--- config.mk ---
export PLATFORM = sky130hd
export DESIGN_NAME = stream_fifo
export DESIGN_NICKNAME = d
export VERILOG_FILES = /design/src/hdl/stream_fifo.sv
export SDC_FILE = /design/constraint.sdc
export NUM_CORES = 1
export LEC_CHECK = 0
export BUFFER_PORTS_ARGS = -buffer_cell sky130_fd_sc_hd__buf_2
export CAP_MARGIN = 40
export CORE_MARGIN = 1
export CORE_UTILIZATION = 52
export DETAILED_ROUTE_END_ITERATION = 16
export GPL_ROUTABILITY_DRIVEN = 0
export PLACE_DENSITY = 0.81
export SLEW_MARGIN = 20
export SYNTH_ARGS = -nofsm -noshare
export SYNTH_HDL_FRONTEND = slang
export SYNTH_SLANG_ARGS = --single-unit
export TNS_END_PERCENT = 100
--- constraint.sdc ---
create_clock -name clk -period 4.04 [get_ports clk]
set_input_delay 0.404 -clock clk [delete_from_list [all_inputs] [get_ports clk]]
set_output_delay 0.404 -clock clk [all_outputs]
set_load 0.01 [all_outputs]
--- src/hdl/stream_fifo.sv ---
`timescale 1ns/1ps
`default_nettype none

module stream_fifo #(
    parameter int WIDTH = 32,
    parameter int DEPTH = 16
) (
    input  logic             clk,
    input  logic             rst,
    input  logic             i_push,
    input  logic             i_pop,
    input  logic [WIDTH-1:0] i_din,
    output logic [WIDTH-1:0] o_dout,
    output logic             o_empty,
    output logic             o_full
);

    localparam int AW = $clog2(DEPTH);

    logic [WIDTH-1:0] mem [DEPTH];
    logic [AW-1:0]    wr_ptr;
    logic [AW-1:0]    rd_ptr;
    logic [AW:0]      count;
    logic             push_ok;
    logic             pop_ok;

    assign push_ok = i_push && !o_full; // dropped when full
    assign pop_ok  = i_pop && !o_empty;

    assign o_empty = (count == '0);
    assign o_full  = (count == DEPTH[AW:0]);
    assign o_dout  = mem[rd_ptr]; // first word falls through

    always_ff @(posedge clk) begin
        if (rst) begin
            wr_ptr <= '0;
            rd_ptr <= '0;
            count  <= '0;
        end else begin
            if (push_ok)
                wr_ptr <= wr_ptr + 1'b1;
            if (pop_ok)
                rd_ptr <= rd_ptr + 1'b1;
            if (push_ok && !pop_ok)
                count <= count + 1'b1;
            else if (pop_ok && !push_ok)
                count <= count - 1'b1;
        end
    end

    always_ff @(posedge clk) begin
        if (push_ok)
            mem[wr_ptr] <= i_din;
    end

endmodule

`default_nettype wire

==> metrics.log <==
[metrics] count of pins on the block boundary: 70
[metrics] max_slew headroom: 41.8%
[metrics] post-layout instance count excluding filler cells: 1553
[metrics] Reg2Reg Launch Point: count[0]
[metrics] Initial Util: 53.0%
[metrics] Port Buf Inserts: 69
[metrics] EDFF count, synth: 512
[metrics] number of vias after detailed routing: 9546
[metrics] count of maximum capacitance violations: 0
[metrics] maximum ir drop on the vdd rail: 0.385 mV
[metrics] Core Area: 37800 sq um
[metrics] Iter 0 DRT Violations: 1022
[metrics] Tightest Hold Check Type: in2reg
[metrics] Crit Path Max Fanout: 23
[metrics] final count of negative-setup-slack endpoints: 0
[metrics] maximum number of pins on one net before global-route repair: 47
[metrics] critical path capture point type: output pin
[metrics] worst hold path startpoint: i_din[5]
[metrics] GRT Util Overall: 23.0%
[metrics] detailed placement HPWL: 23.8 mm
[metrics] commonest cells in the synthesized netlist: 512 x edfxtp_1, 128 x mux4_2, 64 x a22oi_1
[metrics] Post-DP Area: 21300 sq um
[metrics] number of H-tree levels: 2
[metrics] number of fill cells: 2501
[metrics] Register-to-Register Setup Slack: 960 ps
[metrics] maximum count of clock buffers along a single path: 3
[metrics] startpoint types: register
[metrics] setup repair after global routing missed its margin: false
[metrics] Post-Syn Area: 20000 sq um
[metrics] share of flip-flops with an asynchronous set or reset: 0%
[metrics] run status: finished clean
[metrics] total wire length: 43.2 mm
[metrics] Residual DRC: 0
[metrics] Fmax achieved: 302 MHz
[metrics] clock-pin slew reported for the worst setup and hold paths after clock tree synthesis: 60 ps
[metrics] Routed wire per std cell: 27.8 um
[metrics] part of the cycle the worst path needs: 81.9%
[metrics] sum of negative setup slack: 0 ps
[metrics] capture point of the worst reg-to-reg path: count[4]
[metrics] post-synth cell types: 36
[metrics] Post-CTS Resized: 0
[metrics] area share of the largest cell type after synthesis: 76.9%
[metrics] wire length of the first global-routing pass: 64.5 mm
[metrics] sequential area share after synthesis: 78.6%
[metrics] Setup Buffers After CTS: 0
[metrics] sink of the worst hold path: mem[13][5]
[metrics] insertion delay to the later sink of the worst-skew pair: 590 ps
[metrics] Area Growth Syn to Fin: 14.0%
[metrics] cell types with the largest area share after synthesis: edfxtp_1 77%, mux4_2 14%, a22oi_1 2.4%
[metrics] leakage power summed over all cells: 7.24 nW
[metrics] Final Cell Area: 22800 sq um
[metrics] net count after synthesis: 940
[metrics] mean area per synthesized cell: 22.4 sq um
[metrics] number of buffers created by CTS: 50
[metrics] slew of the pin with the lowest slew margin: 872 ps
[metrics] Placement Rows: 71
[metrics] Root Buffer: clkbuf_16
[metrics] minimum period implied by the final worst setup slack: 3310 ps
[metrics] cell count after synthesis: 894
[metrics] count of antenna-violating nets left after detailed routing: 0
[metrics] Worst Skew: 29.5 ps
[metrics] Cell Pwr Density: 592 nW/um^2
[metrics] antenna violations before repair: 3
[metrics] layout cells sized above 1: 31.0%
[metrics] yosys warns: 0
[metrics] die area: 39200 sq um
[metrics] worst path required time: 3640 ps
[metrics] FF-to-FF path depth: 9
[metrics] Hold Vio Cnt, Final: 0
[metrics] overall power after layout: 13.5 mW
[metrics] DR vias/cell: 6.15
[metrics] Die W: 198 um
[metrics] number of buffers added to fix hold violations after cts: 0
[metrics] most common flop cell mapped by yosys: edfxtp_1
[metrics] Register Area: 15700 sq um
[metrics] WS Path Type: reg2out
[metrics] arrival time worst endpoint: 2900 ps
[metrics] first drt pass iteration count: 5
[metrics] CTS tree: done
[metrics] placed cell count: 1460
[metrics] Synth Register Bits: 529
[metrics] area taken by multi-input logic gates: 4190 sq um
[metrics] Yosys top cell by area: edfxtp_1
[metrics] aggregate global routing overflow: 0
[metrics] worst hold path cell count: 1
[metrics] number of sinks handled by clock tree synthesis: 529
[metrics] library cell with the highest instance count after synthesis: edfxtp_1
[metrics] overall die height: 198 um
[metrics] via count of the first global-routing pass: 10100
[metrics] Max Slew Vio Count: 0
[metrics] final layout net count: 1047
## report_power, final
part	internal, mW	switching, mW	leakage (nW)
Sequential	6.23	0.192	4.76
Clock	2.38	1.96	0.734
Combinational	1.39	1.36	1.74
## layout by cell type, fill, tap and decap left out, types with 14 or more instances in the layout
cell / n
buf_4: 26
nand2_1: 37
dfxtp_1: 15
edfxtp_1: 512
clkinv_1: 14
nor2_1: 19
a22oi_1: 64
buf_2: 69
mux4_2: 128
clkbuf_16: 51
## critical path: stages (launching register included)
cell and delay (ps):
dfxtp_4 680, buf_4 500, mux4_2 620, a22oi_1 280
nand2_1 90, buf_2 150
## state kept, by name, indices dropped and copies added, names as in the netlist, named ones only
name / count
count: 5
mem: 512
rd_ptr: 4
wr_ptr: 4
## final cells by class
| type | instances | area share, % |
|---|---|---|
| timing repair buffer | 105 | 3.24 |
| sequential | 529 | 68.9 |
| inverter | 4 | 0.0658 |
| clock buffer | 67 | 5.99 |
| tap | 511 | 2.80 |
| multi-input combinational | 311 | 18.4 |
| antenna | 1 | 0.0110 |
| clock inverter | 25 | 0.582 |
## worst max path at each step
stage / start / endpoint / cells after the start
5_1_grt: register / o_dout[13] / 5
4_1_cts: register / o_dout[13] / 5
2_1_floorplan: count[0] / mem[0][0] / 6
6_report: register / o_dout[13] / 5
3_3_place_gp: count[0] / count[4] / 9
3_5_place_dp: count[0] / count[4] / 9
## routing by layer
| metal | share of wire, % | up-vias | wire (um) | global-route usage [%] |
|---|---|---|---|---|
| met5 | 0.046 | - | 20 | 0 |
| met2 | 52 | 487 | 22400 | 38.9 |
| li1 | - | 3976 | - | - |
| met3 | 7.4 | 86 | 3210 | 3.59 |
| met4 | 2.5 | 4 | 1070 | 7.95 |
| met1 | 38 | 4993 | 16600 | 30.7 |
## kinds of logic after synthesis
logic type,Yosys count,synth area share (%)
flip-flops,529,78.6
multiplexers,132,14.6
AND/OR/NAND/NOR,85,1.79
AO/OA/AOI/OAI,76,2.84
buffers and inverters,54,1.15
adder cells (fa/ha/maj),10,0.663
XOR/XNOR,8,0.350
## metrics by stage
stage / utilization (%) / hold slack, ps / worst slack (ps)
finish: 60.4 / 188 / 733
global route: 60.4 / 180 / 566
CTS: 60.4 / 173 / 663
detailed placement: 56.4 / 532 / 976
global placement: 56.2 / 513 / 1060
floorplan: - / 480 / 367
No activity file was read; power rests on OpenSTA's default activity.
