<file path="config.mk">
export PLATFORM = sky130hd
export DESIGN_NAME = vec_regfile
export DESIGN_NICKNAME = d
export VERILOG_FILES = /design/src/hdl/vec_pkg.sv /design/src/hdl/vec_regfile.sv
export SDC_FILE = /design/constraint.sdc
export NUM_CORES = 2
export LEC_CHECK = 0
export BUFFER_PORTS_ARGS = -buffer_cell sky130_fd_sc_hd__buf_2
export CORE_MARGIN = 2
export CORE_UTILIZATION = 50
export DETAILED_ROUTE_END_ITERATION = 7
export GPL_TIMING_DRIVEN = 1
export HOLD_SLACK_MARGIN = 0.1
export PLACE_DENSITY = 0.75
export SYNTH_ARGS = -nofsm -noshare
export SYNTH_HDL_FRONTEND = slang
export SYNTH_SLANG_ARGS = --single-unit
export TNS_END_PERCENT = 1
</file>
<file path="constraint.sdc">
create_clock -name clk -period 11.6 [get_ports clk]
set_clock_uncertainty 0.1 [all_clocks]
set_input_delay 0.58 -clock clk [delete_from_list [all_inputs] [get_ports clk]]
set_output_delay 0.58 -clock clk [all_outputs]
set_load 0.02 [all_outputs]
</file>
<file path="src/hdl/vec_pkg.sv">
`default_nettype none

package vec_pkg;

    // phit geometry
    localparam int LANES  = 4;
    localparam int ELEM_W = 32;
    localparam int PHIT_W = LANES * ELEM_W;

    // vector register file
    localparam int VRF_DEPTH = 16;
    localparam int ADDR_W    = 4;
    localparam int LEN_W     = 5; // 1 to 16 entries

    localparam int FIFO_DEPTH_DEFAULT = 16;

    typedef enum logic [2:0] {
        OP_NOP        = 3'd0,
        OP_VSTREAMIN  = 3'd1, // stream phits into vd
        OP_VCLR       = 3'd2, // vmv.v.i with zero
        OP_VMACC      = 3'd3, // vd += stream * vs
        OP_VSTREAMOUT = 3'd4, // vs out to the stream
        OP_VEND       = 3'd5
    } opcode_e;

    typedef enum logic [2:0] {
        ST_OFF   = 3'd0,
        ST_FETCH = 3'd1,
        ST_RUN   = 3'd2,
        ST_DRAIN = 3'd3,
        ST_DONE  = 3'd4
    } seq_state_e;

endpackage

`default_nettype wire

</file>
<file path="src/hdl/vec_regfile.sv">
`timescale 1ns/1ps
`default_nettype none

module vec_regfile (
    input  logic                        clk,
    input  logic                        i_we,
    input  logic [vec_pkg::ADDR_W-1:0]  i_wr_addr,
    input  logic [vec_pkg::PHIT_W-1:0]  i_wr_data,
    input  logic [vec_pkg::ADDR_W-1:0]  i_rd_addr1,
    input  logic [vec_pkg::ADDR_W-1:0]  i_rd_addr2,
    input  logic                        i_rd_en,
    output logic [vec_pkg::PHIT_W-1:0]  o_rd_data1,
    output logic [vec_pkg::PHIT_W-1:0]  o_rd_data2
);

    logic [vec_pkg::PHIT_W-1:0] mem [vec_pkg::VRF_DEPTH];

    always_ff @(posedge clk) begin
        if (i_we)
            mem[i_wr_addr] <= i_wr_data;
    end

    // read data held while the pipeline is stalled
    always_ff @(posedge clk) begin
        if (i_rd_en) begin
            o_rd_data1 <= mem[i_rd_addr1]; // source / stream out
            o_rd_data2 <= mem[i_rd_addr2]; // accumulator
        end
    end

endmodule

`default_nettype wire

</file>
==> out/results.tsv <==
metric	value	unit
outcome	finished, final reports clean	
critPathArrivalTime	4.28	ns
design_area	114000	sq um
vias	50400	
die_h	451	microns
cts_tree	built	
setup_viol	0	
yosysWarnings	0	
synthCells	4186	
crit_path_start	i_rd_addr2[1]	
power_switching	4.14	mW
maxCapViolCount	0	
timing.fmax	272	MHz
drcViolationCount	0	
grt_pass1_wl	366000	microns
wl_per_cell	33.2	microns
die_width	451	microns
grt_pass1_vias	52700	
finalNonFillerCells	7590	
ant_nets	0	
r2r-end	o_rd_data1[38]$_DFFE_PP_	
cpPeakStageDelay	0.85	ns
post-place-ws	7.15	ns
fin_crit_sh	31.7	%
worstHoldEndpoint	o_rd_data2[97]$_DFFE_PP_	
postPlaceCellArea	105000	sq um
cts.path.max_buffers	3	
synth_area_leaders	edfxtp_1 (69%), mux4_2 (27%), mux2i_1 (1.2%), buf_2 (0.68%), clkbuf_1 (0.48%)	
end_kind	register	
drtPass1Iterations	7	
combPwrFrac	7.7	%
antenna_found_initial	21	
placed_cells	7021	
ff2ff_path_depth	4	
io_buffer_count	398	
clock_latency	0.90	ns
synth_area_leader_cell	edfxtp_1	
layout_min_cycle_time	3.68	ns
drt_iter0_drc	5701	
grt.total_usage	24.8	%
post_cts_buffers	0	
power.static_leakage	36.1	nW
critPathSlowestCell	nand2_2	
regToRegSetupSlack	9.71	ns
fin_nets	4870	
cts_hold_buf	129	
hp-class	primary input to register	
syn-cell-area	100000	sq um
clk_pin_slew	0.06	ns
root_buffer	clkbuf_16	
final_max_slew_viol_count	0	
syn_avg_cell_area	23.9	sq um
synth_cell_types	20	
hold_depth	2	
ios	399	
powerDensity	164	nW/um^2
setup_slack	7.92	ns
path_cells	buf_8 -> buf_4 -> buf_12 -> nand2_2 -> o22ai_1 -> o32ai_1 -> a21oi_1	
start_kind	primary input	
final_layout_size_suffix_gt1_share	41.3	%
rsz0062_at_grt	no	
htreeDepth	4	
seqPwrFrac	51.0	%
worstMarginPinSlew	1.19	ns
p_clk_share	41.3	%
num_rows	164	
place.gp.congestion	0.770	
yosys.area.top_type_share	69.1	%
syn_to_final_growth	14.2	%
viasPerCell	6.64	
cp.required	12.20	ns
grt_max_degree	144	
multi_input_area	29500	sq um
num-fill-cells	14000	
ys_ff_latch	2304	
cts_resized	0	
start_util	50.2	%
wirelength	252000	microns
synth_seq_area_share	69.1	%
path_max_fanout	119	
hold_start	i_rd_addr2[3]	
syn_nets	4329	
peakVddDrop	156	uV
swShare	22.1	%
cts_sinks	2304	
tns	0	ns
r2r-start	mem[3][38]$_DFFE_PP_	
dp_hpwl	131000	microns
core_area	199000	sq um
die-area	204000	sq um
grt.overflow.total	0	
report.final.hold_viol_count	0	
crit_type	primary input to register	
internal_power	14.6	mW
regArea	69200	sq um
numCtsBuffers	231	
maxSlewHeadroom	20.4	%
holdWs	0.236	ns
layout by cell type, fill, tap and decap left out, types with 58 or more instances in the layout:
| cell type | count |
|---|---|
| edfxtp_1 | 2304 |
| mux4_2 | 1178 |
| buf_2 | 389 |
| clkbuf_16 | 233 |
| dlygate4sd3_1 | 129 |
| mux2i_1 | 124 |
| a21oi_1 | 80 |
| buf_4 | 78 |
| nor2b_1 | 58 |
| a211oi_1 | 58 |
flip-flops by register name, indices dropped and copies added (netlist names):
signal,cells
mem,2048
o_rd_data2,128
o_rd_data1,128
cell type report:
type / instances / share of cell area (%)
diodes: 13 / 0.0285
clock buffers: 278 / 5.25
clock inverters: 149 / 1.67
multi-input cells: 1568 / 25.8
flip-flops and latches: 2304 / 60.5
well taps: 2656 / 2.91
repair buffers: 622 / 3.76
routing by layer:
layer	part of all wire, %	GRT usage, %	vias up
met1	37	33.5	27300
met3	8.4	3.93	509
met5	0.041	0	-
met4	4.0	9.86	16
li1	-	-	19900
met2	51	41.1	2669
critical path: cells and delay by family:
family	cells	cell delay, ns
compound gates	3	0.80
buf+inv	3	1.77
simple gates	1	0.85
synth_stat cells, drive strengths merged:
library cell / number
o32ai: 22
nand3: 1
mux2i: 124
clkbuf: 129
nor2b: 58
nand2: 2
nor2: 12
nand2b: 4
or3b: 1
a211oi: 58
buf: 185
nand3b: 2
mux4: 1178
edfxtp: 2304
nor3: 4
a21oi: 80
o22ai: 22
cell families (layout without fill, tap and decap cells):
kind of cell           count (synthesis)  in the layout  share of synthesized area, %
and+or+nand+nor                       84             84                         0.489
muxes                               1302           1302                          27.7
AOI/OAI and AO/OA                    182            182                          1.17
buffers and inverters                314           1049                          1.47
DFF                                 2304           2304                          69.1
other                                  0             13                             0
worst max-delay path by stage:
stage	to	slack [ns]	depth (start not counted)
after floorplan	mem[0][0]$_DFFE_PP_	0.99	2
after global placement	o_rd_data2[94]$_DFFE_PP_	7.18	7
after detailed placement	o_rd_data2[81]$_DFFE_PP_	7.15	7
after CTS	o_rd_data2[110]$_DFFE_PP_	8.11	5
after global routing	o_rd_data2[94]$_DFFE_PP_	7.82	7
final	o_rd_data2[87]$_DFFE_PP_	7.92	7
power by group through the flow:
stage | Sequential, mW | Clock [mW] | Combinational, mW
after floorplan | 9.79 | 0 | 0.838
after global placement | 9.70 | 0 | 1.40
after detailed placement | 9.71 | 0 | 1.42
after CTS | 9.54 | 7.84 | 1.47
after global routing | 9.56 | 8.15 | 1.53
final | 9.54 | 7.72 | 1.45
through the flow:
step | power [mW] | util (%)
final | 18.7 | 57.4
after global routing | 19.2 | 57.4
after CTS | 18.8 | 57.3
after detailed placement | 11.1 | 52.7
after global placement | 11.1 | 52.7
after floorplan | 10.6 | -
Note: power is estimated with default switching activity, not from simulation.
