[config.mk]
export PLATFORM = sky130hd
export DESIGN_NAME = element_counter
export DESIGN_NICKNAME = d
export VERILOG_FILES = /design/src/hdl/vec_pkg.sv /design/src/hdl/element_counter.sv
export SDC_FILE = /design/constraint.sdc
export NUM_CORES = 1
export LEC_CHECK = 0
export BUFFER_PORTS_ARGS = -buffer_cell sky130_fd_sc_hd__buf_2
export CORE_MARGIN = 2
export CORE_UTILIZATION = 40
export CTS_BUF_LIST = sky130_fd_sc_hd__clkbuf_16
export DETAILED_ROUTE_END_ITERATION = 10
export GPL_TIMING_DRIVEN = 0
export PLACE_DENSITY = 0.74
export RECOVER_POWER = 25
export SLEW_MARGIN = 20
export SYNTH_ARGS = -nofsm -noshare
export SYNTH_HDL_FRONTEND = slang
export SYNTH_SLANG_ARGS = --single-unit
[constraint.sdc]
create_clock -name clk -period 2.7 [get_ports clk]
set_input_delay 0.135 -clock clk [delete_from_list [all_inputs] [get_ports clk]]
set_output_delay 0.135 -clock clk [all_outputs]
set_load 0.03 [all_outputs]
[src/hdl/vec_pkg.sv]
`default_nettype none

package vec_pkg;

    // phit geometry
    localparam int LANES  = 4;
    localparam int ELEM_W = 32;
    localparam int PHIT_W = LANES * ELEM_W;

    // vector register file
    localparam int VRF_DEPTH = 16;
    localparam int ADDR_W    = 4;
    localparam int LEN_W     = 5; // 1 to 16 entries

    localparam int FIFO_DEPTH_DEFAULT = 16;

    typedef enum logic [2:0] {
        OP_NOP        = 3'd0,
        OP_VSTREAMIN  = 3'd1, // stream phits into vd
        OP_VCLR       = 3'd2, // vmv.v.i with zero
        OP_VMACC      = 3'd3, // vd += stream * vs
        OP_VSTREAMOUT = 3'd4, // vs out to the stream
        OP_VEND       = 3'd5
    } opcode_e;

    typedef enum logic [2:0] {
        ST_OFF   = 3'd0,
        ST_FETCH = 3'd1,
        ST_RUN   = 3'd2,
        ST_DRAIN = 3'd3,
        ST_DONE  = 3'd4
    } seq_state_e;

endpackage

`default_nettype wire

[src/hdl/element_counter.sv]
`timescale 1ns/1ps
`default_nettype none

module element_counter (
    input  logic                        clk,
    input  logic                        rst,
    input  logic                        i_start,
    input  logic [vec_pkg::LEN_W-1:0]   i_len,
    input  logic [vec_pkg::ADDR_W-1:0]  i_rd_base,
    input  logic [vec_pkg::ADDR_W-1:0]  i_wr_base,
    input  logic                        i_stall,
    output logic [vec_pkg::ADDR_W-1:0]  o_rd_addr,
    output logic [vec_pkg::ADDR_W-1:0]  o_wr_addr,
    output logic                        o_issuing,
    output logic                        o_last_issue,
    output logic                        o_pipe_busy
);

    logic [vec_pkg::LEN_W-1:0] remaining;
    logic                      v1;  // element in read stage
    logic                      v2;  // element in mac / output stage

    assign o_issuing    = (remaining != '0);
    assign o_last_issue = (remaining == 1);
    assign o_pipe_busy  = v1 || v2;

    always_ff @(posedge clk) begin
        if (rst) begin
            remaining <= '0;
            v1        <= 1'b0;
            v2        <= 1'b0;
            o_rd_addr <= '0;
            o_wr_addr <= '0;
        end else if (i_start) begin
            remaining <= i_len;
            v1        <= 1'b0;
            v2        <= 1'b0;
            o_rd_addr <= i_rd_base;
            o_wr_addr <= i_wr_base;
        end else if (!i_stall) begin
            v1 <= o_issuing;
            v2 <= v1;
            if (o_issuing) begin
                remaining <= remaining - 1'b1;
                o_rd_addr <= o_rd_addr + 1'b1;
            end
            // write side advances as results leave stage two
            if (v2)
                o_wr_addr <= o_wr_addr + 1'b1;
        end
    end

endmodule

`default_nettype wire

==> impl_metrics.yaml <==
timing:
  finClkSkew_ns: 0.000324
  setup_viol: 0
  worst_slew_pin_slew_ns: 0.465
  maxSlewViolCount: 0
  fin_crit_sh_pct: 67.4
  fin_crit_ns: 1.82
  rsz0062_at_grt: "false"
  hold_violations: 0
  setup_tns_ns: 0
  max_freq_ghz: 0.550
  slew_headroom_pct: 69.0
cts:
  clock_path_buffers: 2
  cts_resized: 0
  post_cts_buffers: 0
  clk_pin_slew_worst_paths_ns: 0.05
  numCtsBuffers: 3
  cts_root_buf: "clkbuf_16"
  h-tree-depth: 1
  clock_latency_ns: 0.24
  clock-sinks: 15
  cts_tree: "built"
  postCtsHoldBufs: 0
global_routing:
  grtUsageTotal_pct: 17.0
  grt.overflow.total: 0
  antenna_found_initial: 0
  grt_max_degree: 11
  grt_pass1_wl_um: 3200
  grt_pass1_vias: 751
logic_synthesis:
  synth_warnings: 0
  ys_seq_area_share_pct: 36.9
  avgSynthCellArea_um2: 8.47
  async_reset_ff_share_pct: 0
  synth_seq_cells: 15
  synth_fp_nets: 117
  synth_adder_area_share_pct: 6.15
  synth_ff_type: "dfxtp_1"
  ys_types: 31
  synth_compound_area_share_pct: 18.3
  synth.area.top_cells: "dfxtp_1, a311oi_1, ha_1"
  synth.area.mux_share_pct: 3.69
  synth_edf_count: 0
  syn-cell-area_um2: 813
  synth_top_cell_area_share_pct: 36.9
  synthTopCellsByCount: "dfxtp_1, nor2_1, a311oi_1, nand3_1"
  synthXorXnorAreaFrac_pct: 2.15
  synth_top_family_by_area: "simple AND/OR/NAND/NOR gates"
  synthMostInstantiatedCell: "dfxtp_1"
  synthCells: 96
  synthSimpleGateAreaFrac_pct: 27.1
  yosysTopAreaCell: "dfxtp_1"
floorplan:
  dieWidth_um: 49.1
  initial_core_util_pct: 41.9
  rows: 16
  die_height_um: 49.1
  core_area_um2: 1940
  dieArea_um2: 2410
  pin_count: 28
outcome:
  outcome: "finished clean"
hold_path:
  hold_class: "in -> reg"
job:
  drv_cap: 0
final_layout:
  final_nets: 148
  fin_cells: 153
  area_growth_pct: 29.1
  diodes: 0
  drive_gt1_share_pct: 21.4
  fin_area_um2: 1050
worst_setup_path:
  critPathCaptureType: "output pin"
  cp_max_fo: 10
  cp_data_arrival_time_ns: 1.68
  r2r_slack_ns: 0.90
  crit_required_ns: 2.57
  cp-start-kind: "flop"
  crit_type: "reg -> out"
placed_design:
  hpwl_um: 1460
  placed_area_um2: 977
  gp_congestion: 0.791
  dpl.cell_count: 149
  io_buffers: 26
drt:
  vias_per_cell: 5.20
  firstDrtPassIters: 4
  drtIter0Drc: 16
  post-route-drc-count: 0
  ant_nets: 0
  dr_total_vias: 796
  wl_per_cell_um: 12.4
  routed_wl_um: 1900
power:
  max-vdd-ir-drop_mv: 0.409
  leakage_nw: 0.441
  powerDensity_nw_per_um2: 629
==> worst max-delay path: stages (launching register included) <==
cell     delay (ns)
dfxtp_1        0.33
inv_1          0.08
ha_1           0.20
nor4b_1        0.30
buf_2          0.27
inv_2          0.08
buf_2          0.18
==> power breakdown <==
part	internal, W	leakage [nW]	switching (W)
sequential	0.000238	0.124	0.0000159
clock	0.000196	0.0423	0.0000841
combinational	0.0000472	0.274	0.0000788
total	0.000481	0.441	0.000179
==> path summary, 6_finish.rpt <==
check,to,depth (start not counted),from
worst max register to register,remaining[1],7,remaining[0]
worst min register to register,o_rd_addr[3],2,o_rd_addr[3]
worst min-delay path,remaining[1],3,i_len[1]
worst max-delay path,o_issuing,6,remaining[0]
==> logic make-up (layout without fill, tap and decap cells) <==
| family | Yosys count | after routing |
|---|---|---|
| muxes | 3 | 3 |
| buffers and inverters | 12 | 42 |
| and+or+nand+nor | 39 | 39 |
| DFF | 15 | 15 |
| xor gates and xnor gates | 2 | 2 |
| AOI/OAI and AO/OA | 21 | 21 |
| adders and majority gates | 4 | 4 |
==> state kept, by name (all words and copies together) (netlist names) <==
name,cells
o_rd_addr,4
o_wr_addr,4
remaining,5
v1,1
v2,1
==> layer usage <==
metal	track usage (%)	wire length [um]
met2	27.7	841
met5	0	0
met4	2.86	0
met3	5.52	136
met1	22.2	921
==> area by class of cell <==
class,instances,area [um^2]
multi-input cells,69,467
plain buffers,6,23.8
repair buffers,26,124
clock inverters,1,3.75
fillers,195,892
well taps,27,33.8
inverters,6,22.5
flip-flops and latches,15,300
clock buffers,3,75.1
==> per-stage QoR <==
stage | utilization (%) | worst slack (ns) | power, W | hold WS [ns]
detailed placement | 50.3 | 0.902 | 0.000385 | 0.382
global route | 54.1 | 0.686 | 0.000694 | 0.154
CTS | 54.4 | 0.881 | 0.000667 | 0.132
finish | 54.1 | 0.880 | 0.000660 | 0.129
global placement | 50.3 | 1.01 | 0.000381 | 0.355
floorplan | - | 1.07 | 0.000343 | 0.271
==> placed cells by master, fill, tap and decap left out, types with 2 or more instances in the layout <==
cell type  count
buf_2         22
dfxtp_1       15
clkbuf_1      10
nor2_1        10
a311oi_1       6
nand3_1        6
inv_1          5
o21ai_0        5
or3_1          4
ha_1           4
nand2b_1       3
nand3b_1       3
a211oi_1       3
mux2i_1        3
a21oi_1        3
nor3_1         3
clkbuf_16      3
nor4b_1        2
or4_1          2
and3_1         2
(Power assumes the default switching activity.)
