$ cat src/hdl/vec_pkg.sv
`default_nettype none

package vec_pkg;

    // phit geometry
    localparam int LANES  = 4;
    localparam int ELEM_W = 32;
    localparam int PHIT_W = LANES * ELEM_W;

    // vector register file
    localparam int VRF_DEPTH = 16;
    localparam int ADDR_W    = 4;
    localparam int LEN_W     = 5; // 1 to 16 entries

    localparam int FIFO_DEPTH_DEFAULT = 16;

    typedef enum logic [2:0] {
        OP_NOP        = 3'd0,
        OP_VSTREAMIN  = 3'd1, // stream phits into vd
        OP_VCLR       = 3'd2, // vmv.v.i with zero
        OP_VMACC      = 3'd3, // vd += stream * vs
        OP_VSTREAMOUT = 3'd4, // vs out to the stream
        OP_VEND       = 3'd5
    } opcode_e;

    typedef enum logic [2:0] {
        ST_OFF   = 3'd0,
        ST_FETCH = 3'd1,
        ST_RUN   = 3'd2,
        ST_DRAIN = 3'd3,
        ST_DONE  = 3'd4
    } seq_state_e;

endpackage

`default_nettype wire

$ cat src/hdl/vec_sequencer.sv
`timescale 1ns/1ps
`default_nettype none

module vec_sequencer (
    input  logic                        clk,
    input  logic                        rst,
    input  logic                        i_done_loader,
    input  vec_pkg::opcode_e            i_instr_op,
    input  logic [vec_pkg::ADDR_W-1:0]  i_instr_vd,
    input  logic [vec_pkg::ADDR_W-1:0]  i_instr_vs,
    input  logic [vec_pkg::LEN_W-1:0]   i_instr_len,
    input  logic                        i_in_empty,
    input  logic                        i_out_full,
    input  logic                        i_issuing,
    input  logic                        i_pipe_busy,
    output logic                        o_start,
    output logic [vec_pkg::LEN_W-1:0]   o_len,
    output logic [vec_pkg::ADDR_W-1:0]  o_rd_base,
    output logic [vec_pkg::ADDR_W-1:0]  o_wr_base,
    output vec_pkg::opcode_e            o_active_op,
    output logic                        o_stall,
    output logic                        o_done_steady,
    output logic                        o_incr_pc,
    output logic                        o_ap_done
);

    vec_pkg::seq_state_e state, state_nxt;
    logic                elem_op;
    logic                reads_vs;
    logic                running;

    assign elem_op  = (i_instr_op == vec_pkg::OP_VSTREAMIN) || (i_instr_op == vec_pkg::OP_VCLR) ||
                      (i_instr_op == vec_pkg::OP_VMACC) || (i_instr_op == vec_pkg::OP_VSTREAMOUT);
    assign reads_vs = (i_instr_op == vec_pkg::OP_VMACC) || (i_instr_op == vec_pkg::OP_VSTREAMOUT);

    // counter start, straight from the held instruction
    assign o_start   = (state == vec_pkg::ST_FETCH) && elem_op;
    assign o_len     = i_instr_len;
    assign o_rd_base = reads_vs ? i_instr_vs : i_instr_vd;
    assign o_wr_base = i_instr_vd;

    always_ff @(posedge clk) begin
        if (rst) begin
            state       <= vec_pkg::ST_OFF;
            o_active_op <= vec_pkg::OP_NOP;
        end else begin
            state <= state_nxt;
            if (state == vec_pkg::ST_FETCH)
                o_active_op <= i_instr_op; // latched for the whole run
        end
    end

    always_comb begin
        state_nxt = state;
        case (state)
            vec_pkg::ST_OFF:   if (i_done_loader) state_nxt = vec_pkg::ST_FETCH;
            vec_pkg::ST_FETCH: state_nxt = elem_op ? vec_pkg::ST_RUN : vec_pkg::ST_DONE;
            vec_pkg::ST_RUN:   if (!i_issuing) state_nxt = vec_pkg::ST_DRAIN;
            vec_pkg::ST_DRAIN: if (!i_pipe_busy) state_nxt = vec_pkg::ST_DONE;
            vec_pkg::ST_DONE:  state_nxt = o_ap_done ? vec_pkg::ST_OFF : vec_pkg::ST_FETCH;
            default:           state_nxt = vec_pkg::ST_OFF;
        endcase
    end

    // stall only matters while elements move
    assign running = (state == vec_pkg::ST_RUN) || (state == vec_pkg::ST_DRAIN);

    always_comb begin
        case (o_active_op)
            vec_pkg::OP_VSTREAMIN,
            vec_pkg::OP_VMACC:      o_stall = running && i_issuing && i_in_empty; // starved
            vec_pkg::OP_VSTREAMOUT: o_stall = running && i_out_full; // back-pressure
            default:                o_stall = 1'b0;
        endcase
    end

    assign o_done_steady = (state != vec_pkg::ST_OFF);
    assign o_incr_pc     = (state == vec_pkg::ST_DONE);
    assign o_ap_done     = (state == vec_pkg::ST_DONE) && (o_active_op == vec_pkg::OP_VEND);

endmodule

`default_nettype wire

$ cat config.mk
export PLATFORM = sky130hd
export DESIGN_NAME = vec_sequencer
export DESIGN_NICKNAME = d
export VERILOG_FILES = /design/src/hdl/vec_pkg.sv /design/src/hdl/vec_sequencer.sv
export SDC_FILE = /design/constraint.sdc
export NUM_CORES = 1
export LEC_CHECK = 0
export BUFFER_PORTS_ARGS = -buffer_cell sky130_fd_sc_hd__buf_2
export CORE_UTILIZATION = 45
export CTS_BUF_LIST = sky130_fd_sc_hd__clkbuf_4
export CTS_CLUSTER_SIZE = 20
export DETAILED_ROUTE_END_ITERATION = 6
export GPL_TIMING_DRIVEN = 0
export PLACE_DENSITY = 0.95
export SLEW_MARGIN = 20
export SYNTH_ARGS = -nofsm -noshare
export SYNTH_HDL_FRONTEND = slang
export SYNTH_SLANG_ARGS = --single-unit
$ cat constraint.sdc
create_clock -name clk -period 2.9 [get_ports clk]
set_clock_uncertainty 0.15 [all_clocks]
set_input_delay 0.29 -clock clk [delete_from_list [all_inputs] [get_ports clk]]
set_output_delay 0.29 -clock clk [all_outputs]
set_load 0.02 [all_outputs]
==> metrics.txt, run 1 <==
status finished clean; top cell type's share of synthesized area 0.194; post_cts resized 0; Remaining Overflow, GRT 0; first-pass GRT wire length 2.17 mm; RSZ-0062 raised after global routing no; most used flip-flop cell after synthesis dfxtp_1; post-synthesis cell area 619 um2; slowest CP cell dfxtp_1; most numerous cell in the Yosys netlist nor2b_1; vias in the first global route 554; Max-Cap Viols 0; fill count 109; core area 0.00128 mm2; Synth area leaders dfxtp_1 (19%), nor2b_1 (11%), buf_4 (11%); worst path bufs/invs 1; Boundary Pins 44; Syn. warnings 0; post-synth cell types 25; detailed-route via count 740; Total GRT Usage 0.206; startpoint types flop; kind of critical path flop to primary output; Largest stage delay, worst path 0.44 ns; Gate Count Post-Synth 83; layout cells sized above 1 0.447; Final ANT Viol Nets 0; CTS tree built; root buffer cell clkbuf_4; metal2 WL 673 um; crit end category primary output; largest net degree at the start of global routing 11; Pwr Total 0.308 mW; number of remaining DRC errors 0; flops & latches, synth 6; metal3 WL 137 um; sequential share of the synthesized area 0.194; nets 148; FFs w/ async S/R, synth 0; crit-path max FO 8; Slew Viols, Final 0; relative slew slack 0.808; number of port buffers 37; highest routed layer met4; CP top delay family simple AND/OR/NAND/NOR gates; initial antenna violation count 0; ANT cells 0; met1 wire length 614 um; CP Data Required Time 2.46 ns; clock tree sinks 6; Post-Syn Nets 106; Tightest Pin Transition 0.287 ns; Synth area leader dfxtp_1; Routed WL 1.44 mm; Placed Area 823 um2; top cells by count, synth nor2b_1 (11), buf_4 (9), o21ai_0 (9); clock tree buffer depth 2; Period minus WS final 1.80 ns; htree depth 1; P&R area growth vs syn 36.6%; hold buffers post-CTS 0; die height 39.1 um; Hold Vio Cnt, Final 0; Worst-path clk slew 0.04 ns; Post-synth EDFFs 0; # rows 13; setup bufs post-CTS 0; CTS buffer count 3; DRT iter0 DRCs 9; Hold WS 0.142 ns; Via density 5.36; setup TNS 0 ns; DP HPWL 1.11 mm; Post-Layout Inst Area 846 um2; Worst Path Arrival 1.36 ns; GPL Wtd Cong 0.706; DR WL/cell 10.4 um; pwr dens 364 mW/mm2; Max VDD drop 0.173 mV; worst reg2reg setup slack 1.59 ns; Initial Util 0.482; drt first pass iters 4; Syn Area/Cell 7.46 um2; Final Cycle Share 0.619; leakage power 0.415 nW; Die Wd 39.1 um; die area 0.00153 mm2; Clock Latency Late Sink 0.24 ns; Final setup viols 0; FMAX 557 MHz; Cell Chain, Critical Path nor3b_4, nor2b_1, buf_2; Hold WC Path Type input pin to flop
==> layer usage <==
layer / GRT usage / vias to the layer above
li1: - / 370
met1: 0.238 / 314
met2: 0.358 / 52
met3: 0.0173 / 4
met4: 0.129 / 0
met5: 0 / -
==> registers in the layout, summed over array words and instances (netlist names) <==
name / cells
o_active_op: 3
state: 3
==> where the power goes <==
part	leakage [nW]	switching (mW)	internal, mW
combinational	0.352	0.0715	0.0611
clock	0.0138	0.0283	0.0467
sequential	0.0490	0.00995	0.0902
==> cell usage in the layout (no fill, tap or decap), types with 2 or more instances in the layout <==
| cell | n |
|---|---|
| clkbuf_4 | 3 |
| o21ai_1 | 2 |
| nor2_1 | 7 |
| o311a_1 | 4 |
| buf_2 | 42 |
| nand3_1 | 2 |
| dfxtp_1 | 6 |
| o21ai_0 | 9 |
| nor3_1 | 6 |
| nand2_1 | 3 |
| nor3b_1 | 4 |
| mux2i_1 | 3 |
| nor2b_1 | 11 |
| buf_4 | 9 |
==> worst paths after layout <==
kind | cells past startpoint | to | from
setup / recovery | 3 | o_start | state[0]$_SDFFE_PP0P_
hold / removal | 2 | o_active_op[1]$_SDFFE_PP0P_ | rst
setup reg to reg | 3 | o_active_op[0]$_SDFFE_PP0P_ | state[0]$_SDFFE_PP0P_
hold reg to reg | 1 | state[2]$_SDFFE_PP0P_ | state[0]$_SDFFE_PP0P_
==> cell families after synthesis <==
| family | count (synthesis) | share of synthesized area |
|---|---|---|
| DFF | 6 | 0.194 |
| and+or+nand+nor | 41 | 0.402 |
| buffers and inverters | 15 | 0.156 |
| xor gates and xnor gates | 1 | 0.0141 |
| muxes | 3 | 0.0485 |
| AOI/OAI and AO/OA | 17 | 0.186 |
==> metrics by stage <==
step	utilization	worst slack (ns)	std cells
floorplan	-	1.31	83
global placement	0.641	1.26	135
detailed placement	0.641	1.24	135
CTS	0.658	1.09	138
global route	0.658	1.00	138
finish	0.658	1.10	138
==> cell type report <==
class / instances / area, um2 / share of cell area
Buffer: 14 / 92.6 / 0.109
Sequential cell: 6 / 120 / 0.142
Multi-Input combinational cell: 62 / 403 / 0.476
Clock buffer: 3 / 22.5 / 0.0266
Timing Repair Buffer: 37 / 185 / 0.219
Inverter: 1 / 3.75 / 0.00444
Tap cell: 15 / 18.8 / 0.0222
No activity file was read; power rests on OpenSTA's default activity.
==> run 2, diff against run 1 <==
--- a/config.mk
+++ b/config.mk
@@ -6,12 +6,12 @@
 export NUM_CORES = 1
 export LEC_CHECK = 0
 export BUFFER_PORTS_ARGS = -buffer_cell sky130_fd_sc_hd__buf_2
-export CORE_UTILIZATION = 45
+export CORE_UTILIZATION = 37
 export CTS_BUF_LIST = sky130_fd_sc_hd__clkbuf_4
 export CTS_CLUSTER_SIZE = 20
 export DETAILED_ROUTE_END_ITERATION = 6
 export GPL_TIMING_DRIVEN = 0
-export PLACE_DENSITY = 0.95
+export PLACE_DENSITY = 0.85
 export SLEW_MARGIN = 20
 export SYNTH_ARGS = -nofsm -noshare
 export SYNTH_HDL_FRONTEND = slang
==> constraint.sdc (replaced) <==
create_clock -name clk -period 1.59 [get_ports clk]
set_clock_uncertainty 0.15 [all_clocks]
set_input_delay 0.159 -clock clk [delete_from_list [all_inputs] [get_ports clk]]
set_output_delay 0.159 -clock clk [all_outputs]
set_load 0.02 [all_outputs]
==> run 2 against run 1 <==
Power rose by 88%; register-to-register slack got worse by 1.3 ns; wire length rose by 12%; combinational power rose by 92%; first-iteration DRC count fell by 67%; sequential share of layout area barely moved; utilization fell by 9.2 points; non-clock buffer count rose by 1; global-route usage fell by 3.0 points; critical path type unchanged; critical endpoint is now o_done_steady; largest cell class unchanged.
==> metrics.txt, run 2 (synthesized netlist as in run 1, its figures left out) <==
CP top delay family simple AND/OR/NAND/NOR gates; htree depth 1; initial antenna violation count 0; Final setup viols 0; Via density 5.29; Largest stage delay, worst path 0.34 ns; CTS buffer count 3; ANT cells 0; kind of critical path flop to primary output; FMAX 654 MHz; crit-path max FO 10; die height 42.9 um; commonest non-fill, non-tap cell in the layout buf_2; biggest regs o_active_op (3), state (3); DP HPWL 1.26 mm; drt first pass iters 4; Register Area 124 um2; setup TNS 0 ns; Worst Path Arrival 1.22 ns; Hold Vio Cnt, Final 0; Die Wd 42.9 um; Clock Latency Late Sink 0.24 ns; Placed Area 825 um2; end of the worst hold path o_active_op[1]$_SDFFE_PP0P_; Max-Cap Viols 0; leakage power 0.423 nW; layout cells sized above 1 0.484; pwr dens 664 mW/mm2; Worst-path clk slew 0.04 ns; GPL Wtd Cong 0.834; WHS Path Cells 2; Routed WL 1.61 mm; P&R area growth vs syn 40.8%; CP Data Required Time 1.28 ns; clock tree buffer depth 2; detailed-route via count 741; clock tree sinks 6; Critical R2R Capture o_active_op[0]$_SDFFE_PP0P_; CTS tree built; RR Startpoint state[0]$_SDFFE_PP0P_; nets 149; worst reg2reg setup slack 0.33 ns; status finished clean; critical hold path startpoint rst; number of port buffers 37; startpoint types flop; area of the multi-input gates 408 um2; DRT iter0 DRCs 3; Initial Util 0.402; Max VDD drop 0.295 mV; Final ANT Viol Nets 0; DR WL/cell 11.5 um; FF-to-FF path depth 4; root buffer cell clkbuf_4; Pwr Total 0.579 mW; Slew Viols, Final 0; first-pass GRT wire length 2.51 mm; Hold WC Path Type input pin to flop; fill count 152; most frequent cells in the layout buf_2 (40), nor2b_1 (11), buf_4 (11); Boundary Pins 44; Final Util 0.566; Cell Chain, Critical Path buf_6, or3_1, buf_4; Remaining Overflow, GRT 0; crit end category primary output; largest net degree at the start of global routing 11; Final Cycle Share 0.962; Period minus WS final 1.53 ns; Post-Layout Inst Area 872 um2; core area 0.00154 mm2; Total GRT Usage 0.177; worst path bufs/invs 2; die area 0.00184 mm2; vias in the first global route 627; slowest CP cell or3_1; # rows 14; Tightest Pin Transition 0.288 ns; relative slew slack 0.807; number of remaining DRC errors 0
run 2: power breakdown:
group	internal (mW)	leakage [nW]	switching (mW)
Clock	0.0851	0.0138	0.0514
Sequential	0.166	0.0502	0.0201
Combinational	0.121	0.359	0.135
run 2: what timing repair did:
item                                   4_1_cts  5_1_grt
pin swaps                                    1        0
gates cloned                                 0        0
resized for setup                            1        6
hold buffers                                 0        0
setup endpoints to repair                    2        4
setup buffers                                1        0
endpoints found under the hold margin        0        0
run 2: worst reg2reg max path, stage by stage, from the launching register on:
cell and delay [ns]:
dfxtp_2 0.39, nor3b_4 0.21, buf_4 0.16, mux2i_1 0.18, nor2_1 0.05
run 2: area by class of cell:
cell class,instances,area share
Multi-Input combinational cell,62,0.468
Inverter,1,0.00430
Buffer,14,0.113
Tap cell,16,0.0230
Sequential cell,6,0.142
Clock buffer,3,0.0258
Timing Repair Buffer,38,0.224
run 2: through the flow:
stage                     hold WS [ns]  worst slack [ns]  std cells
after floorplan                 0.0814             0.130         83
after global placement           0.252             0.177        136
after detailed placement         0.261             0.166        136
after CTS                      0.00850            0.0179        140
after global routing           0.00579          -0.00977        140
final                          0.00812            0.0601        140
run 2: per-layer routing:
metal	routed length, um	vias to the layer above	GRT usage
met4	0	0	0.0750
met5	0	-	0
met1	705	330	0.211
met3	120	0	0.0383
met2	786	39	0.300
li1	-	372	-
run 2: worst max path at each step:
stage	startpoint	endpoint	slack (ns)	depth (start not counted)
after global placement	state[0]$_SDFFE_PP0P_	o_start	0.18	3
after CTS	state[1]$_SDFFE_PP0P_	o_ap_done	0.02	5
final	state[1]$_SDFFE_PP0P_	o_done_steady	0.06	3
after floorplan	state[1]$_SDFFE_PP0P_	o_ap_done	0.13	4
after detailed placement	state[0]$_SDFFE_PP0P_	o_start	0.17	3
after global routing	state[1]$_SDFFE_PP0P_	o_ap_done	-0.01	5
==> run 3, diff against run 2 <==
--- a/config.mk
+++ b/config.mk
@@ -5,8 +5,9 @@
 export SDC_FILE = /design/constraint.sdc
 export NUM_CORES = 1
 export LEC_CHECK = 0
+export ABC_AREA = 1
 export BUFFER_PORTS_ARGS = -buffer_cell sky130_fd_sc_hd__buf_2
-export CORE_UTILIZATION = 37
+export CORE_UTILIZATION = 34
 export CTS_BUF_LIST = sky130_fd_sc_hd__clkbuf_4
 export CTS_CLUSTER_SIZE = 20
 export DETAILED_ROUTE_END_ITERATION = 6
==> run 3 against run 2 <==
Sequential share of layout area grew 1.8 points; first-iteration DRC count grew to 5.0 times the previous value; flip-flop and latch count is the same; hold slack gained 0.067 ns; critical endpoint is now o_stall; register-to-register slack lost 0.04 ns; non-clock buffer count shrank 1; clock power is essentially flat.
==> metrics.txt, run 3 <==
post-synthesis compound-gate area fraction 0.128; pre-CTS setup slack 0.146 ns; Post-Synth Adder-Cell Area 0; CP endpoint o_stall; Slew Viols, Final 0; core area 0.00133 mm2; Pwr Total 0.764 mW; mux cell area share after synthesis 0.0905; ANT cells 0; die area 0.00162 mm2; Remaining Overflow, GRT 0; startpoint types flop; Boundary Pins 44; largest net degree at the start of global routing 7; commonest non-fill, non-tap cell in the layout buf_2; most frequent cells in the layout buf_2 (35), buf_4 (15), nand2_1 (11); Worst-path clk slew 0.04 ns; post-route insts no fill 133; CP startpoint state[0]$_SDFFE_PP0P_; Max-Cap Viols 0; relative slew slack 0.879; Hold WC Path Type input pin to flop; Synth area leader dfxtp_1; leakage power 0.438 nW; Via density 4.81; setup TNS 0 ns; vias in the first global route 505; crit end category primary output; post-synth cell types 20; Post-Layout Inst Area 788 um2; clock tree buffer depth 2; Placed Area 707 um2; Post-Syn Nets 96; initial antenna violation count 0; most used flip-flop cell after synthesis dfxtp_1; flops & latches, synth 6; CP Data Required Time 1.28 ns; layout cells sized above 1 0.627; fill count 132; most numerous cell in the Yosys netlist nand2_1; DRT iter0 DRCs 15; GPL Wtd Cong 0.813; post-synthesis simple-gate area fraction 0.314; post-synthesis cell area 498 um2; DP HPWL 1.05 mm; pwr dens 969 mW/mm2; biggest regs o_active_op (3), state (3); first-pass GRT wire length 1.84 mm; Hold Vio Cnt, Final 0; Clock Latency Late Sink 0.24 ns; Critical R2R Capture state[0]$_SDFFE_PP0P_; Gate Count Post-Synth 73; die height 40.3 um; top cells by count, synth nand2_1 (11), buf_4 (9), inv_1 (9); htree depth 1; Die Wd 40.3 um; Synth Area in XOR/XNOR 0; Final setup viols 0; Synth area leaders dfxtp_1 (24%), buf_4 (14%), mux2_2 (9.0%); crit-path max FO 5; Tightest Pin Transition 0.181 ns; Post-synth EDFFs 0; Total GRT Usage 0.177; FF-to-FF path depth 9; Routed WL 1.34 mm; CTS buffer count 3; critical hold path startpoint i_instr_op[2]; Syn Area/Cell 6.82 um2; FFs w/ async S/R, synth 0; nets 143; sequential share of the synthesized area 0.241; RR Startpoint state[0]$_SDFFE_PP0P_; clock tree sinks 6; P&R area growth vs syn 58.3%; largest family of logic cells by synthesized area simple AND/OR/NAND/NOR gates; CTS tree built; top cell type's share of synthesized area 0.241; Syn. warnings 0; status finished clean; Final Cycle Share 0.967; Initial Util 0.373; number of remaining DRC errors 0; # rows 13; worst reg2reg setup slack 0.29 ns; FMAX 650 MHz; Placed Cells 126; Worst Slack Setup Final 0.0524 ns; DR WL/cell 10.1 um; Max VDD drop 0.364 mV; Worst Path Arrival 1.23 ns; number of port buffers 38; Period minus WS final 1.54 ns; root buffer cell clkbuf_4; kind of critical path flop to primary output; Final ANT Viol Nets 0; drt first pass iters 4; detailed-route via count 640
==> run 3: changes by cell type in the layout (fill, tap and decap cells not counted), sizes merged, moves of 2 or more <==
cell / change
inv: +11
nor2b: -11
nand2: +10
o21ai: -6
nor3b: -5
a21oi: +4
mux2: +4
nor3: -4
o311a: -4
mux2i: -3
buf: -2
nand4: +2
nor2: +2
==> run 3: worst max-delay path, stage by stage, from the launching register on <==
cell	delay (ns)
dfxtp_4	0.36
nor2_2	0.14
nand2_1	0.12
a22oi_2	0.20
buf_4	0.17
==> run 3: repair_timing <==
item	CTS	global route
setup buffers	0	3
setup endpoints to repair	0	3
hold buffers	1	0
hold endpoints to repair	2	0
resized for setup	0	11
==> run 3: cell type report <==
type	count	area, um2	share of cell area
plain buffers	9	67.6	0.0857
well taps	15	18.8	0.0238
clock buffers	3	22.5	0.0286
multi-input cells	46	278	0.352
repair buffers	42	230	0.292
inverters	12	45.0	0.0571
flip-flops and latches	6	126	0.160
==> run 3: cell families after synthesis <==
group | after synthesis
AOI/OAI and AO/OA | 11
buffers and inverters | 21
and+or+nand+nor | 31
muxes | 4
DFF | 6
==> run 3: stage by stage <==
step,util,hold WS (ns)
3_5_place_dp,0.530,0.210
5_1_grt,0.591,0.0962
6_report,0.591,0.0755
3_3_place_gp,0.530,0.196
2_1_floorplan,-,0.0781
4_1_cts,0.554,0.0681
==> run 3: worst min-delay path by stage <==
stage | end | slack [ns] | depth (start not counted)
global route | o_active_op[2]$_SDFFE_PP0P_ | 0.1 | 3
finish | o_active_op[2]$_SDFFE_PP0P_ | 0.08 | 3
global placement | state[2]$_SDFFE_PP0P_ | 0.20 | 2
detailed placement | state[1]$_SDFFE_PP0P_ | 0.21 | 2
floorplan | state[1]$_SDFFE_PP0P_ | 0.08 | 1
CTS | o_active_op[2]$_SDFFE_PP0P_ | 0.07 | 3
==> run 3: power by group <==
part / switching [mW] / internal, mW
clock network: 0.0504 / 0.0851
logic: 0.228 / 0.172
registers: 0.0413 / 0.187
==> run 3: routing by layer <==
| metal | part of all wire | track usage | vias to the layer above |
|---|---|---|---|
| met2 | 0.52 | 0.343 | 48 |
| met4 | 0 | 0.0750 | 0 |
| met1 | 0.37 | 0.160 | 275 |
| li1 | - | - | 317 |
| met3 | 0.11 | 0.0667 | 0 |
| met5 | 0 | 0 | - |
